<file path="config.mk">
export PLATFORM = sky130hd
export DESIGN_NAME = token_engine
export DESIGN_NICKNAME = d
export VERILOG_FILES = /design/src/logic/token_engine_pkg.sv /design/src/logic/pass_sequencer.sv /design/src/logic/weight_loader.sv /design/src/logic/fifo_ctrl.sv /design/src/logic/glb_arbiter.sv /design/src/logic/token_engine.sv
export SDC_FILE = /design/constraint.sdc
export NUM_CORES = 1
export LEC_CHECK = 0
export ABC_AREA = 1
export ABC_CLOCK_PERIOD_IN_PS = 8800
export BUFFER_PORTS_ARGS = -buffer_cell sky130_fd_sc_hd__buf_2
export CAP_MARGIN = 30
export CORE_ASPECT_RATIO = 1.4
export CORE_MARGIN = 2
export CORE_UTILIZATION = 45
export DETAILED_ROUTE_END_ITERATION = 8
export PLACE_DENSITY_LB_ADDON = 0.2
export SYNTH_ARGS = -nofsm -noshare
export SYNTH_HDL_FRONTEND = slang
export SYNTH_SLANG_ARGS = --single-unit
</file>
<file path="constraint.sdc">
create_clock -name clk -period 8.8 [get_ports clk]
set_input_delay 0.88 -clock clk [delete_from_list [all_inputs] [get_ports clk]]
set_output_delay 0.88 -clock clk [all_outputs]
set_load 0.005 [all_outputs]
</file>
<file path="src/logic/token_engine_pkg.sv">
////////////////////
// bus widths and address shift
// pass phase and GLB owner encodings
////////////////////
`default_nettype none

package token_engine_pkg;

    localparam int ADDR_W         = 32;
    localparam int DATA_W         = 32;
    localparam int BYTE_W         = 8;
    localparam int BYTES_PER_WORD = 4;
    localparam int ADDR_SHIFT     = 2;  // word to byte address

    typedef enum logic [2:0] {
        PS_IDLE,
        PS_LOAD_WEIGHT,
        PS_INIT_FIFO,
        PS_PREHEAT,
        PS_NORMAL_LOOP,
        PS_DONE
    } pass_state_e;

    // who drives the single GLB port this cycle
    typedef enum logic [1:0] {
        SRC_NONE,
        SRC_WEIGHT,
        SRC_OPSUM,
        SRC_IFMAP
    } glb_src_e;

endpackage

`default_nettype wire

</file>
<file path="src/logic/pass_sequencer.sv">
////////////////////
// pass phase FSM
// phase levels, FIFO reset pulse, done pulse
////////////////////
`timescale 1ns/1ps
`default_nettype none

module pass_sequencer
    import token_engine_pkg::*;
(
    input  logic clk,
    input  logic arst_n_i,
    input  logic pass_start_i,
    input  logic weight_done_i,
    input  logic preheat_done_i,
    input  logic loop_done_i,
    output logic load_weight_o,
    output logic init_fifo_o,
    output logic preheat_o,
    output logic normal_loop_o,
    output logic ifmap_fifo_reset_o,
    output logic pass_done_o
);

    pass_state_e state_q;
    pass_state_e state_n;
    logic        fifo_rst_q;

    always_comb begin
        state_n = state_q;
        case (state_q)
            PS_IDLE:        if (pass_start_i) state_n = PS_LOAD_WEIGHT;
            PS_LOAD_WEIGHT: if (weight_done_i) state_n = PS_INIT_FIFO;
            PS_INIT_FIFO:   state_n = PS_PREHEAT;      // always a single cycle
            PS_PREHEAT:     if (preheat_done_i) state_n = PS_NORMAL_LOOP;
            PS_NORMAL_LOOP: if (loop_done_i) state_n = PS_DONE;
            PS_DONE:        state_n = PS_IDLE;
            default:        state_n = PS_IDLE;
        endcase
    end

    always_ff @(posedge clk or negedge arst_n_i) begin
        if (!arst_n_i) begin
            state_q    <= PS_IDLE;
            fifo_rst_q <= 1'b0;
        end else begin
            state_q    <= state_n;
            fifo_rst_q <= (state_n == PS_INIT_FIFO); // high for the PS_INIT_FIFO cycle
        end
    end

    assign load_weight_o      = (state_q == PS_LOAD_WEIGHT);
    assign init_fifo_o        = (state_q == PS_INIT_FIFO);
    assign preheat_o          = (state_q == PS_PREHEAT);
    assign normal_loop_o      = (state_q == PS_NORMAL_LOOP);
    assign ifmap_fifo_reset_o = fifo_rst_q;
    assign pass_done_o        = (state_q == PS_DONE);

endmodule

`default_nettype wire

</file>
<file path="src/logic/weight_loader.sv">
////////////////////
// weight word fetch from the GLB
// byte unpacking with walking one-hot load enable
////////////////////
`timescale 1ns/1ps
`default_nettype none

module weight_loader
    import token_engine_pkg::*;
#(
    parameter  int NUM_FIFO   = 4,
    parameter  int KERNEL     = 3,
    localparam int NUM_WEIGHT = NUM_FIFO * KERNEL * KERNEL
) (
    input  logic                  clk,
    input  logic                  arst_n_i,
    input  logic                  load_weight_i,
    input  logic [ADDR_W-1:0]     weight_base_i,
    input  logic [DATA_W-1:0]     glb_read_data_i,
    input  logic                  wt_gnt_i,
    output logic                  wt_req_o,
    output logic [ADDR_W-1:0]     wt_addr_o,
    output logic [BYTE_W-1:0]     weight_in_o,
    output logic [NUM_WEIGHT-1:0] weight_load_en_o,
    output logic                  weight_done_o
);

    localparam int WEIGHT_WORDS = (NUM_WEIGHT + BYTES_PER_WORD - 1) / BYTES_PER_WORD;
    localparam int WORD_W       = $clog2(WEIGHT_WORDS + 1);
    localparam int SUB_W        = $clog2(BYTES_PER_WORD);

    logic [WORD_W-1:0]       word_q;     // words fully unpacked so far
    logic [SUB_W-1:0]        sub_q;      // byte within the current word
    logic                    unpack_q;
    logic                    done_q;
    logic [DATA_W-1:0]       shift_q;
    logic [WORD_W+SUB_W-1:0] byte_idx;
    logic                    last_byte;
    logic                    word_end;

    assign byte_idx  = {word_q, sub_q};
    assign last_byte = unpack_q && (byte_idx == (WORD_W + SUB_W)'(NUM_WEIGHT - 1));
    assign word_end  = unpack_q && ((sub_q == SUB_W'(BYTES_PER_WORD - 1)) || last_byte);

    // next word only once the previous one is shifted out
    assign wt_req_o  = load_weight_i && !unpack_q && (word_q < WORD_W'(WEIGHT_WORDS));
    assign wt_addr_o = weight_base_i + ADDR_W'(word_q);

    // byte 0 comes straight from the GLB, the rest from the shifter
    assign weight_in_o = (sub_q == '0) ? glb_read_data_i[BYTE_W-1:0] : shift_q[BYTE_W-1:0];

    always_comb begin
        weight_load_en_o = '0;
        if (unpack_q) weight_load_en_o[byte_idx] = 1'b1;
    end

    always_ff @(posedge clk or negedge arst_n_i) begin
        if (!arst_n_i) begin
            word_q   <= '0;
            sub_q    <= '0;
            unpack_q <= 1'b0;
            done_q   <= 1'b0;
        end else begin
            done_q <= last_byte;
            if (!load_weight_i) begin
                word_q   <= '0;
                sub_q    <= '0;
                unpack_q <= 1'b0;
            end else if (wt_gnt_i) begin
                unpack_q <= 1'b1;  // data shows up next cycle
            end else if (word_end) begin
                unpack_q <= 1'b0;
                sub_q    <= '0;
                word_q   <= word_q + 1'b1;
            end else if (unpack_q) begin
                sub_q <= sub_q + 1'b1;
            end
        end
    end

    always_ff @(posedge clk) begin
        if (unpack_q) shift_q <= ((sub_q == '0) ? glb_read_data_i : shift_q) >> BYTE_W;
    end

    assign weight_done_o = done_q;

endmodule

`default_nettype wire

</file>
<file path="src/logic/fifo_ctrl.sv">
////////////////////
// ifmap push scheduling for preheat and normal loop
// opsum pop and GLB write per loop step
////////////////////
`timescale 1ns/1ps
`default_nettype none

module fifo_ctrl
    import token_engine_pkg::*;
#(
    parameter int NUM_FIFO = 4,
    parameter int KERNEL   = 3
) (
    input  logic                       clk,
    input  logic                       arst_n_i,
    input  logic                       preheat_i,
    input  logic                       normal_loop_i,
    input  logic [ADDR_W-1:0]          ifmap_base_i,
    input  logic [ADDR_W-1:0]          opsum_base_i,
    input  logic [7:0]                 out_c_i,
    input  logic [NUM_FIFO-1:0]        ifmap_fifo_full_i,
    input  logic [NUM_FIFO-1:0]        ifmap_gnt_i,
    input  logic [NUM_FIFO-1:0]        opsum_gnt_i,
    input  logic [DATA_W-1:0]          glb_read_data_i,
    input  logic [NUM_FIFO*DATA_W-1:0] opsum_fifo_pop_data_i,
    output logic [NUM_FIFO-1:0]        ifmap_req_o,
    output logic [NUM_FIFO*ADDR_W-1:0] ifmap_addr_o,
    output logic [NUM_FIFO-1:0]        opsum_req_o,
    output logic [NUM_FIFO*ADDR_W-1:0] opsum_addr_o,
    output logic [DATA_W-1:0]          opsum_data_o,
    output logic [NUM_FIFO-1:0]        ifmap_fifo_push_o,
    output logic [DATA_W-1:0]          ifmap_fifo_push_data_o,
    output logic [NUM_FIFO-1:0]        opsum_fifo_pop_o,
    output logic                       preheat_done_o,
    output logic                       loop_done_o
);

    localparam int CNT_W = $clog2(256 + KERNEL);  // up to out_c + KERNEL - 1 words

    logic [CNT_W-1:0]    wcnt_q [NUM_FIFO];       // ifmap words granted per FIFO
    logic [NUM_FIFO-1:0] pend_q;                  // read in flight, one-hot
    logic [NUM_FIFO-1:0] op_done_q;
    logic [7:0]          step_q;

    logic [CNT_W-1:0]    quota;
    logic [ADDR_W-1:0]   row_len;
    logic                last_step;
    logic                push_phase;
    logic                words_done;
    logic                step_end;

    assign row_len   = ADDR_W'(out_c_i) + ADDR_W'(KERNEL - 1);
    assign last_step = (step_q == out_c_i - 8'd1);
    assign quota     = preheat_i ? CNT_W'(KERNEL) : CNT_W'(KERNEL) + CNT_W'(step_q) + 1'b1;

    // in the loop, pushes of a step wait for all its opsums, none after the last one
    assign push_phase = preheat_i || (normal_loop_i && (&op_done_q) && !last_step);

    always_comb begin
        words_done   = ~|pend_q;
        opsum_data_o = '0;
        for (int k = 0; k < NUM_FIFO; k++) begin
            ifmap_req_o[k] = push_phase && (wcnt_q[k] < quota) && !ifmap_fifo_full_i[k];
            opsum_req_o[k] = normal_loop_i && !op_done_q[k];
            ifmap_addr_o[k*ADDR_W +: ADDR_W] = ifmap_base_i + ADDR_W'(k) * row_len
                                             + ADDR_W'(wcnt_q[k]);
            opsum_addr_o[k*ADDR_W +: ADDR_W] = opsum_base_i + ADDR_W'(k) * ADDR_W'(out_c_i)
                                             + ADDR_W'(step_q);
            if (wcnt_q[k] != quota) words_done = 1'b0;
            if (opsum_gnt_i[k]) opsum_data_o = opsum_fifo_pop_data_i[k*DATA_W +: DATA_W];
        end
    end

    assign step_end       = normal_loop_i && (&op_done_q) && (last_step || words_done);
    assign preheat_done_o = preheat_i && words_done;
    assign loop_done_o    = step_end && last_step;

    // pop in the grant cycle, push when the read data returns
    assign opsum_fifo_pop_o       = opsum_gnt_i;
    assign ifmap_fifo_push_o      = pend_q;
    assign ifmap_fifo_push_data_o = glb_read_data_i;

    always_ff @(posedge clk or negedge arst_n_i) begin
        if (!arst_n_i) begin
            pend_q    <= '0;
            op_done_q <= '0;
            step_q    <= '0;
            for (int k = 0; k < NUM_FIFO; k++) wcnt_q[k] <= '0;
        end else begin
            pend_q <= ifmap_gnt_i;
            if (!preheat_i && !normal_loop_i) begin
                op_done_q <= '0;
                step_q    <= '0;
                for (int k = 0; k < NUM_FIFO; k++) wcnt_q[k] <= '0;
            end else begin
                for (int k = 0; k < NUM_FIFO; k++) begin
                    if (ifmap_gnt_i[k]) wcnt_q[k] <= wcnt_q[k] + 1'b1;
                end
                if (step_end && !last_step) begin
                    op_done_q <= '0;
                    step_q    <= step_q + 8'd1;
                end else begin
                    op_done_q <= op_done_q | opsum_gnt_i;
                end
            end
        end
    end

endmodule

`default_nettype wire

</file>
<file path="src/logic/glb_arbiter.sv">
////////////////////
// GLB port arbiter
// fixed priority weight, opsum, ifmap
// round-robin within opsum and ifmap FIFOs
////////////////////
`timescale 1ns/1ps
`default_nettype none

module glb_arbiter
    import token_engine_pkg::*;
#(
    parameter int NUM_FIFO = 4
) (
    input  logic                       clk,
    input  logic                       arst_n_i,
    input  logic                       wt_req_i,
    input  logic [ADDR_W-1:0]          wt_addr_i,
    input  logic [NUM_FIFO-1:0]        opsum_req_i,
    input  logic [NUM_FIFO*ADDR_W-1:0] opsum_addr_i,
    input  logic [DATA_W-1:0]          opsum_data_i,
    input  logic [NUM_FIFO-1:0]        ifmap_req_i,
    input  logic [NUM_FIFO*ADDR_W-1:0] ifmap_addr_i,
    output logic                       wt_gnt_o,
    output logic [NUM_FIFO-1:0]        opsum_gnt_o,
    output logic [NUM_FIFO-1:0]        ifmap_gnt_o,
    output logic                       glb_rd_o,
    output logic                       glb_wr_o,
    output logic [ADDR_W-1:0]          glb_addr_o,
    output logic [3:0]                 glb_web_o,
    output logic [DATA_W-1:0]          glb_write_data_o
);

    localparam int IDX_W = (NUM_FIFO > 1) ? $clog2(NUM_FIFO) : 1;

    glb_src_e            src;
    logic [NUM_FIFO-1:0] op_pick;
    logic [NUM_FIFO-1:0] if_pick;
    logic [IDX_W-1:0]    op_last_q;   // last opsum winner
    logic [IDX_W-1:0]    if_last_q;
    logic [IDX_W-1:0]    op_idx;
    logic [IDX_W-1:0]    if_idx;
    logic [ADDR_W-1:0]   word_addr;

    // first requester after the last winner, one-hot
    function automatic logic [NUM_FIFO-1:0] rr_pick(input logic [NUM_FIFO-1:0] req,
                                                    input logic [IDX_W-1:0]    last);
        logic [NUM_FIFO-1:0] gnt;
        logic                found;
        int                  idx;
        gnt   = '0;
        found = 1'b0;
        for (int i = 1; i <= NUM_FIFO; i++) begin
            idx = (int'(last) + i) % NUM_FIFO;
            if (req[idx] && !found) begin
                gnt[idx] = 1'b1;
                found    = 1'b1;
            end
        end
        return gnt;
    endfunction

    always_comb begin
        op_pick = rr_pick(opsum_req_i, op_last_q);
        if_pick = rr_pick(ifmap_req_i, if_last_q);
        if (wt_req_i)          src = SRC_WEIGHT;
        else if (|opsum_req_i) src = SRC_OPSUM;  // drain opsums before new ifmap reads
        else if (|ifmap_req_i) src = SRC_IFMAP;
        else                   src = SRC_NONE;
    end

    assign wt_gnt_o    = (src == SRC_WEIGHT);
    assign opsum_gnt_o = (src == SRC_OPSUM) ? op_pick : '0;
    assign ifmap_gnt_o = (src == SRC_IFMAP) ? if_pick : '0;

    always_comb begin
        op_idx    = op_last_q;
        if_idx    = if_last_q;
        word_addr = wt_gnt_o ? wt_addr_i : '0;
        for (int k = 0; k < NUM_FIFO; k++) begin
            if (op_pick[k]) op_idx = IDX_W'(k);
            if (if_pick[k]) if_idx = IDX_W'(k);
            if (opsum_gnt_o[k]) word_addr = opsum_addr_i[k*ADDR_W +: ADDR_W];
            if (ifmap_gnt_o[k]) word_addr = ifmap_addr_i[k*ADDR_W +: ADDR_W];
        end
    end

    always_ff @(posedge clk or negedge arst_n_i) begin
        if (!arst_n_i) begin
            op_last_q <= IDX_W'(NUM_FIFO - 1);   // FIFO 0 goes first
            if_last_q <= IDX_W'(NUM_FIFO - 1);
        end else begin
            if (src == SRC_OPSUM) op_last_q <= op_idx;
            if (src == SRC_IFMAP) if_last_q <= if_idx;
        end
    end

    assign glb_rd_o         = (src == SRC_WEIGHT) || (src == SRC_IFMAP);
    assign glb_wr_o         = (src == SRC_OPSUM);
    assign glb_addr_o       = word_addr << ADDR_SHIFT;
    assign glb_web_o        = glb_wr_o ? 4'b1111 : 4'b0000;  // full word writes only
    assign glb_write_data_o = opsum_data_i;

endmodule

`default_nettype wire

</file>
<file path="src/logic/token_engine.sv">
////////////////////
// token engine top level
// sequencer, weight loader, FIFO controller and GLB arbiter
////////////////////
`timescale 1ns/1ps
`default_nettype none

module token_engine
    import token_engine_pkg::*;
#(
    parameter  int NUM_FIFO   = 4,
    parameter  int KERNEL     = 3,
    localparam int NUM_WEIGHT = NUM_FIFO * KERNEL * KERNEL
) (
    input  logic                       clk,
    input  logic                       arst_n_i,
    input  logic                       pass_start_i,
    input  logic [ADDR_W-1:0]          weight_base_i,
    input  logic [ADDR_W-1:0]          ifmap_base_i,
    input  logic [ADDR_W-1:0]          opsum_base_i,
    input  logic [7:0]                 out_c_i,
    input  logic [DATA_W-1:0]          glb_read_data_i,
    input  logic [NUM_FIFO-1:0]        ifmap_fifo_full_i,
    input  logic [NUM_FIFO*DATA_W-1:0] opsum_fifo_pop_data_i,
    output logic                       glb_rd_o,
    output logic                       glb_wr_o,
    output logic [ADDR_W-1:0]          glb_addr_o,
    output logic [3:0]                 glb_web_o,
    output logic [DATA_W-1:0]          glb_write_data_o,
    output logic [BYTE_W-1:0]          weight_in_o,
    output logic [NUM_WEIGHT-1:0]      weight_load_en_o,
    output logic                       ifmap_fifo_reset_o,
    output logic [NUM_FIFO-1:0]        ifmap_fifo_push_o,
    output logic [DATA_W-1:0]          ifmap_fifo_push_data_o,
    output logic [NUM_FIFO-1:0]        opsum_fifo_pop_o,
    output logic                       pass_done_o
);

    // phase levels and their done strobes
    logic load_weight;
    logic preheat;
    logic normal_loop;
    logic weight_done;
    logic preheat_done;
    logic loop_done;

    // requests and grants towards the arbiter
    logic                       wt_req;
    logic                       wt_gnt;
    logic [ADDR_W-1:0]          wt_addr;
    logic [NUM_FIFO-1:0]        ifmap_req;
    logic [NUM_FIFO-1:0]        ifmap_gnt;
    logic [NUM_FIFO*ADDR_W-1:0] ifmap_addr;
    logic [NUM_FIFO-1:0]        opsum_req;
    logic [NUM_FIFO-1:0]        opsum_gnt;
    logic [NUM_FIFO*ADDR_W-1:0] opsum_addr;
    logic [DATA_W-1:0]          opsum_data;

    pass_sequencer u_pass_sequencer (
        .clk                (clk),
        .arst_n_i           (arst_n_i),
        .pass_start_i       (pass_start_i),
        .weight_done_i      (weight_done),
        .preheat_done_i     (preheat_done),
        .loop_done_i        (loop_done),
        .load_weight_o      (load_weight),
        .init_fifo_o        (),             // FIFO controller clears itself between phases
        .preheat_o          (preheat),
        .normal_loop_o      (normal_loop),
        .ifmap_fifo_reset_o (ifmap_fifo_reset_o),
        .pass_done_o        (pass_done_o)
    );

    weight_loader #(
        .NUM_FIFO (NUM_FIFO),
        .KERNEL   (KERNEL)
    ) u_weight_loader (
        .clk              (clk),
        .arst_n_i         (arst_n_i),
        .load_weight_i    (load_weight),
        .weight_base_i    (weight_base_i),
        .glb_read_data_i  (glb_read_data_i),
        .wt_gnt_i         (wt_gnt),
        .wt_req_o         (wt_req),
        .wt_addr_o        (wt_addr),
        .weight_in_o      (weight_in_o),
        .weight_load_en_o (weight_load_en_o),
        .weight_done_o    (weight_done)
    );

    fifo_ctrl #(
        .NUM_FIFO (NUM_FIFO),
        .KERNEL   (KERNEL)
    ) u_fifo_ctrl (
        .clk                    (clk),
        .arst_n_i               (arst_n_i),
        .preheat_i              (preheat),
        .normal_loop_i          (normal_loop),
        .ifmap_base_i           (ifmap_base_i),
        .opsum_base_i           (opsum_base_i),
        .out_c_i                (out_c_i),
        .ifmap_fifo_full_i      (ifmap_fifo_full_i),
        .ifmap_gnt_i            (ifmap_gnt),
        .opsum_gnt_i            (opsum_gnt),
        .glb_read_data_i        (glb_read_data_i),
        .opsum_fifo_pop_data_i  (opsum_fifo_pop_data_i),
        .ifmap_req_o            (ifmap_req),
        .ifmap_addr_o           (ifmap_addr),
        .opsum_req_o            (opsum_req),
        .opsum_addr_o           (opsum_addr),
        .opsum_data_o           (opsum_data),
        .ifmap_fifo_push_o      (ifmap_fifo_push_o),
        .ifmap_fifo_push_data_o (ifmap_fifo_push_data_o),
        .opsum_fifo_pop_o       (opsum_fifo_pop_o),
        .preheat_done_o         (preheat_done),
        .loop_done_o            (loop_done)
    );

    glb_arbiter #(
        .NUM_FIFO (NUM_FIFO)
    ) u_glb_arbiter (
        .clk              (clk),
        .arst_n_i         (arst_n_i),
        .wt_req_i         (wt_req),
        .wt_addr_i        (wt_addr),
        .opsum_req_i      (opsum_req),
        .opsum_addr_i     (opsum_addr),
        .opsum_data_i     (opsum_data),
        .ifmap_req_i      (ifmap_req),
        .ifmap_addr_i     (ifmap_addr),
        .wt_gnt_o         (wt_gnt),
        .opsum_gnt_o      (opsum_gnt),
        .ifmap_gnt_o      (ifmap_gnt),
        .glb_rd_o         (glb_rd_o),
        .glb_wr_o         (glb_wr_o),
        .glb_addr_o       (glb_addr_o),
        .glb_web_o        (glb_web_o),
        .glb_write_data_o (glb_write_data_o)
    );

endmodule

`default_nettype wire

</file>
==> metrics <==
CORE AREA roughly 42,000 µm²; initial antenna violation count 14; CP arrival a little over 6 ns; crit path max-delay cell type fa_1; total negative setup slack 0 ns; Warnings, synthesis 0; die footprint approximately 44,000 µm²; #FFs+latches synth 92; relative slew slack 30.9%; Wirelength per Cell about 20 µm; buffer and inverter count on the worst path 7; clk buf depth 2; Netlist Area Pre-Place around 19,000 µm²; share of layout cells above drive strength 1 around 17%; WP data required about 8 ns; EDFF count, synth 24; hold_buf cts 0; Vias roughly 22,000; Clock Skews roughly 0.009 ns; CP max FO 12; Initial Util between 40% and 50%; residual DRC count 0; peak supply drop about 0.00017 V; Fill cells approximately 4,400; critical path launch point type input pin; Setup violations, final 0; Clock Latency Late Sink 0.36 ns; Netlist cell types 63; CTS root buf clkbuf_16; Max Clock Freq 141 MHz; clock-pin slew on the worst setup and hold paths around 0.070 ns; first-pass GRT wire length between 100 and 150 mm; Layout area overhead 13.3%; fin crit period ~7.1 ns; HP Class reg -> reg; vias in the first global route about 21,000; post-cts resize count 0; Die Y 247 µm; critical path type in -> out; Max Slew Vio Count 0; DPL Wire Length ~63 mm; total I/O pin count 427; delay-heaviest family, CP adder cells; CTS buffer count 9; status complete, no violations; H-tree levels 3; First-pass DRT Iterations 7; Tot GR Track Use around a third; vias per cell between 5 and 6; hold slack around 0.53 ns; period utilisation layout approximately four fifths; Max Cap Violations 0; crit end category output port; PwrDens around 150 nW/µm²; syn avg cell area ~6.3 µm²; grt total ovfl 0; ANT nets after route 0; Iter 0 DRT Violations roughly 1,700; Top FF cell, synth dfrtp_1; CTS Sinks 92; Total Nets Final ~3,800; Placer Congestion about 1.0; Synth async-reset ratio 73.9%; worst slew pin tran between 1 and 1.5 ns; delay of the slowest critical-path stage 0.50 ns; Mapped Cells 3,009; largest net degree at the start of global routing 70; Post-CTS Setup Bufs 0; register area share after synthesis ~13%; Post-Route WL between 70 and 80 mm; Hold Vio Cnt, Final 0; TritonCTS clock tree done; Pleak about 11 nW; Die Wd ~180 µm; unrepaired setup endpoints after global routing no; I/O Buffers ~420; Core Rows 89
==> through the flow <==
step                worst slack [ns]  util [%]  total power, mW  std cells  area, µm²
floorplan                       2.98         -             1.95       3010      19000
finish                          1.70      51.3             3.21       3868      21500
CTS                             1.73      51.3             3.20       3865      21500
global route                    1.28      51.3             3.45       3867      21500
detailed placement              1.74      50.6             2.78       3849      21200
global placement                1.85      50.4             2.75       3846      21200
==> final timing paths <==
kind                       slack (ns)                                     from                                             to  cells past startpoint
setup / recovery                 1.70                               out_c_i[1]                                 glb_addr_o[27]                     29
hold / removal                   0.53  u_weight_loader.weight_done_o$_DFF_PN0_  u_pass_sequencer.ifmap_fifo_reset_o$_DFF_PN0_                      2
max in group asynchronous        7.46                                 arst_n_i          u_pass_sequencer.state_q[0]$_DFF_PN0_                      2
hold reg to reg                  0.53  u_weight_loader.weight_done_o$_DFF_PN0_  u_pass_sequencer.ifmap_fifo_reset_o$_DFF_PN0_                      2
setup reg to reg                 3.48        u_fifo_ctrl.step_q[3]$_DFFE_PN0P_              u_fifo_ctrl.wcnt_q[9]$_DFFE_PN0P_                     19
min in group asynchronous        0.72                                 arst_n_i              u_fifo_ctrl.wcnt_q[5]$_DFFE_PN0P_                      2
==> Yosys cell counts, types with 24 or more instances <==
cell type / number / area, µm²
nor4_1: 24 / 150
nand3_1: 237 / 1190
nor3_1: 53 / 265
buf_2: 28 / 140
inv_1: 394 / 1480
inv_2: 25 / 93.8
ha_1: 171 / 2140
xor2_1: 161 / 1410
clkbuf_1: 54 / 203
mux2_2: 24 / 270
a21oi_1: 261 / 1310
nand2_1: 689 / 2590
a31oi_1: 46 / 288
fa_1: 64 / 1280
edfxtp_1: 24 / 721
o21ai_0: 145 / 726
nand4_1: 41 / 257
nor2_1: 250 / 938
buf_4: 47 / 353
o21ai_1: 29 / 145
dfrtp_1: 64 / 1600
==> cells by family (layout without fill, tap and decap cells) <==
kind of cell,Yosys count,in the layout,synth area share [%]
simple gates,1349,1349,30.7
compound gates,561,561,16.3
xor+xnor,182,182,8.38
fa+ha+maj,235,235,18.0
flops,92,92,12.8
mux,24,24,1.42
other cells,1,5,0.0197
buf+inv,565,874,12.5
==> layer usage <==
layer	global-route usage, %	vias to the layer above	routed length [µm]
met1	37.8	10000	29000
met3	4.17	252	4160
met2	58.6	903	37300
met5	0	-	120
li1	-	10400	-
met4	25.0	18	6130
==> state kept, by name (all words and copies together) (netlist names) <==
| register | cells |
|---|---|
| u_fifo_ctrl.op_done_q | 4 |
| u_weight_loader.shift_q | 24 |
| u_weight_loader.weight_done_o | 1 |
| u_weight_loader.sub_q | 2 |
| u_pass_sequencer.state_q | 3 |
| u_weight_loader.unpack_q | 1 |
| u_pass_sequencer.ifmap_fifo_reset_o | 1 |
| u_fifo_ctrl.step_q | 8 |
| u_weight_loader.word_q | 4 |
| u_glb_arbiter.op_last_q | 2 |
| u_fifo_ctrl.ifmap_fifo_push_o | 4 |
| u_glb_arbiter.if_last_q | 2 |
| u_fifo_ctrl.wcnt_q | 36 |
==> area by class of cell <==
| cell class | instances | area (µm²) | share of cell area [%] |
|---|---|---|---|
| Antenna cell | 3 | 7.51 | 0.0348 |
| Tap cell | 546 | 683 | 3.17 |
| Sequential cell | 92 | 2430 | 11.3 |
| Multi-Input combinational cell | 2353 | 14300 | 66.3 |
| Inverter | 424 | 1590 | 7.39 |
| Clock inverter | 7 | 77.6 | 0.360 |
| Timing Repair Buffer | 434 | 2260 | 10.5 |
| Clock buffer | 9 | 225 | 1.05 |
==> power by group <==
group | internal, mW | total [mW] | switching, mW
sequential | 0.454 | 0.468 | 0.0139
clock | 0.224 | 0.409 | 0.185
combinational | 0.807 | 2.34 | 1.53
==> worst min-delay path, cell delays in order (launching register included) <==
cell and delay [ns]:
dfrtp_1 0.37, inv_1 0.07, nor2_1 0.06
==> cell usage in the layout (no fill, tap or decap), drive strengths merged, types with 5 or more instances in the layout <==
cell / n
o31ai: 5
nand2: 697
buf: 434
clkbuf: 9
xor2: 161
or2: 16
ha: 171
o21a: 14
nor3: 55
mux2: 24
nor2: 259
nand4: 41
a21boi: 18
o21ai: 178
xnor2: 21
nor4: 24
a21o: 6
fa: 64
o21bai: 6
edfxtp: 24
a31oi: 46
a21oi: 263
clkinv: 6
dfrtp: 64
nand3: 248
inv: 423
(Power assumes the default switching activity.)
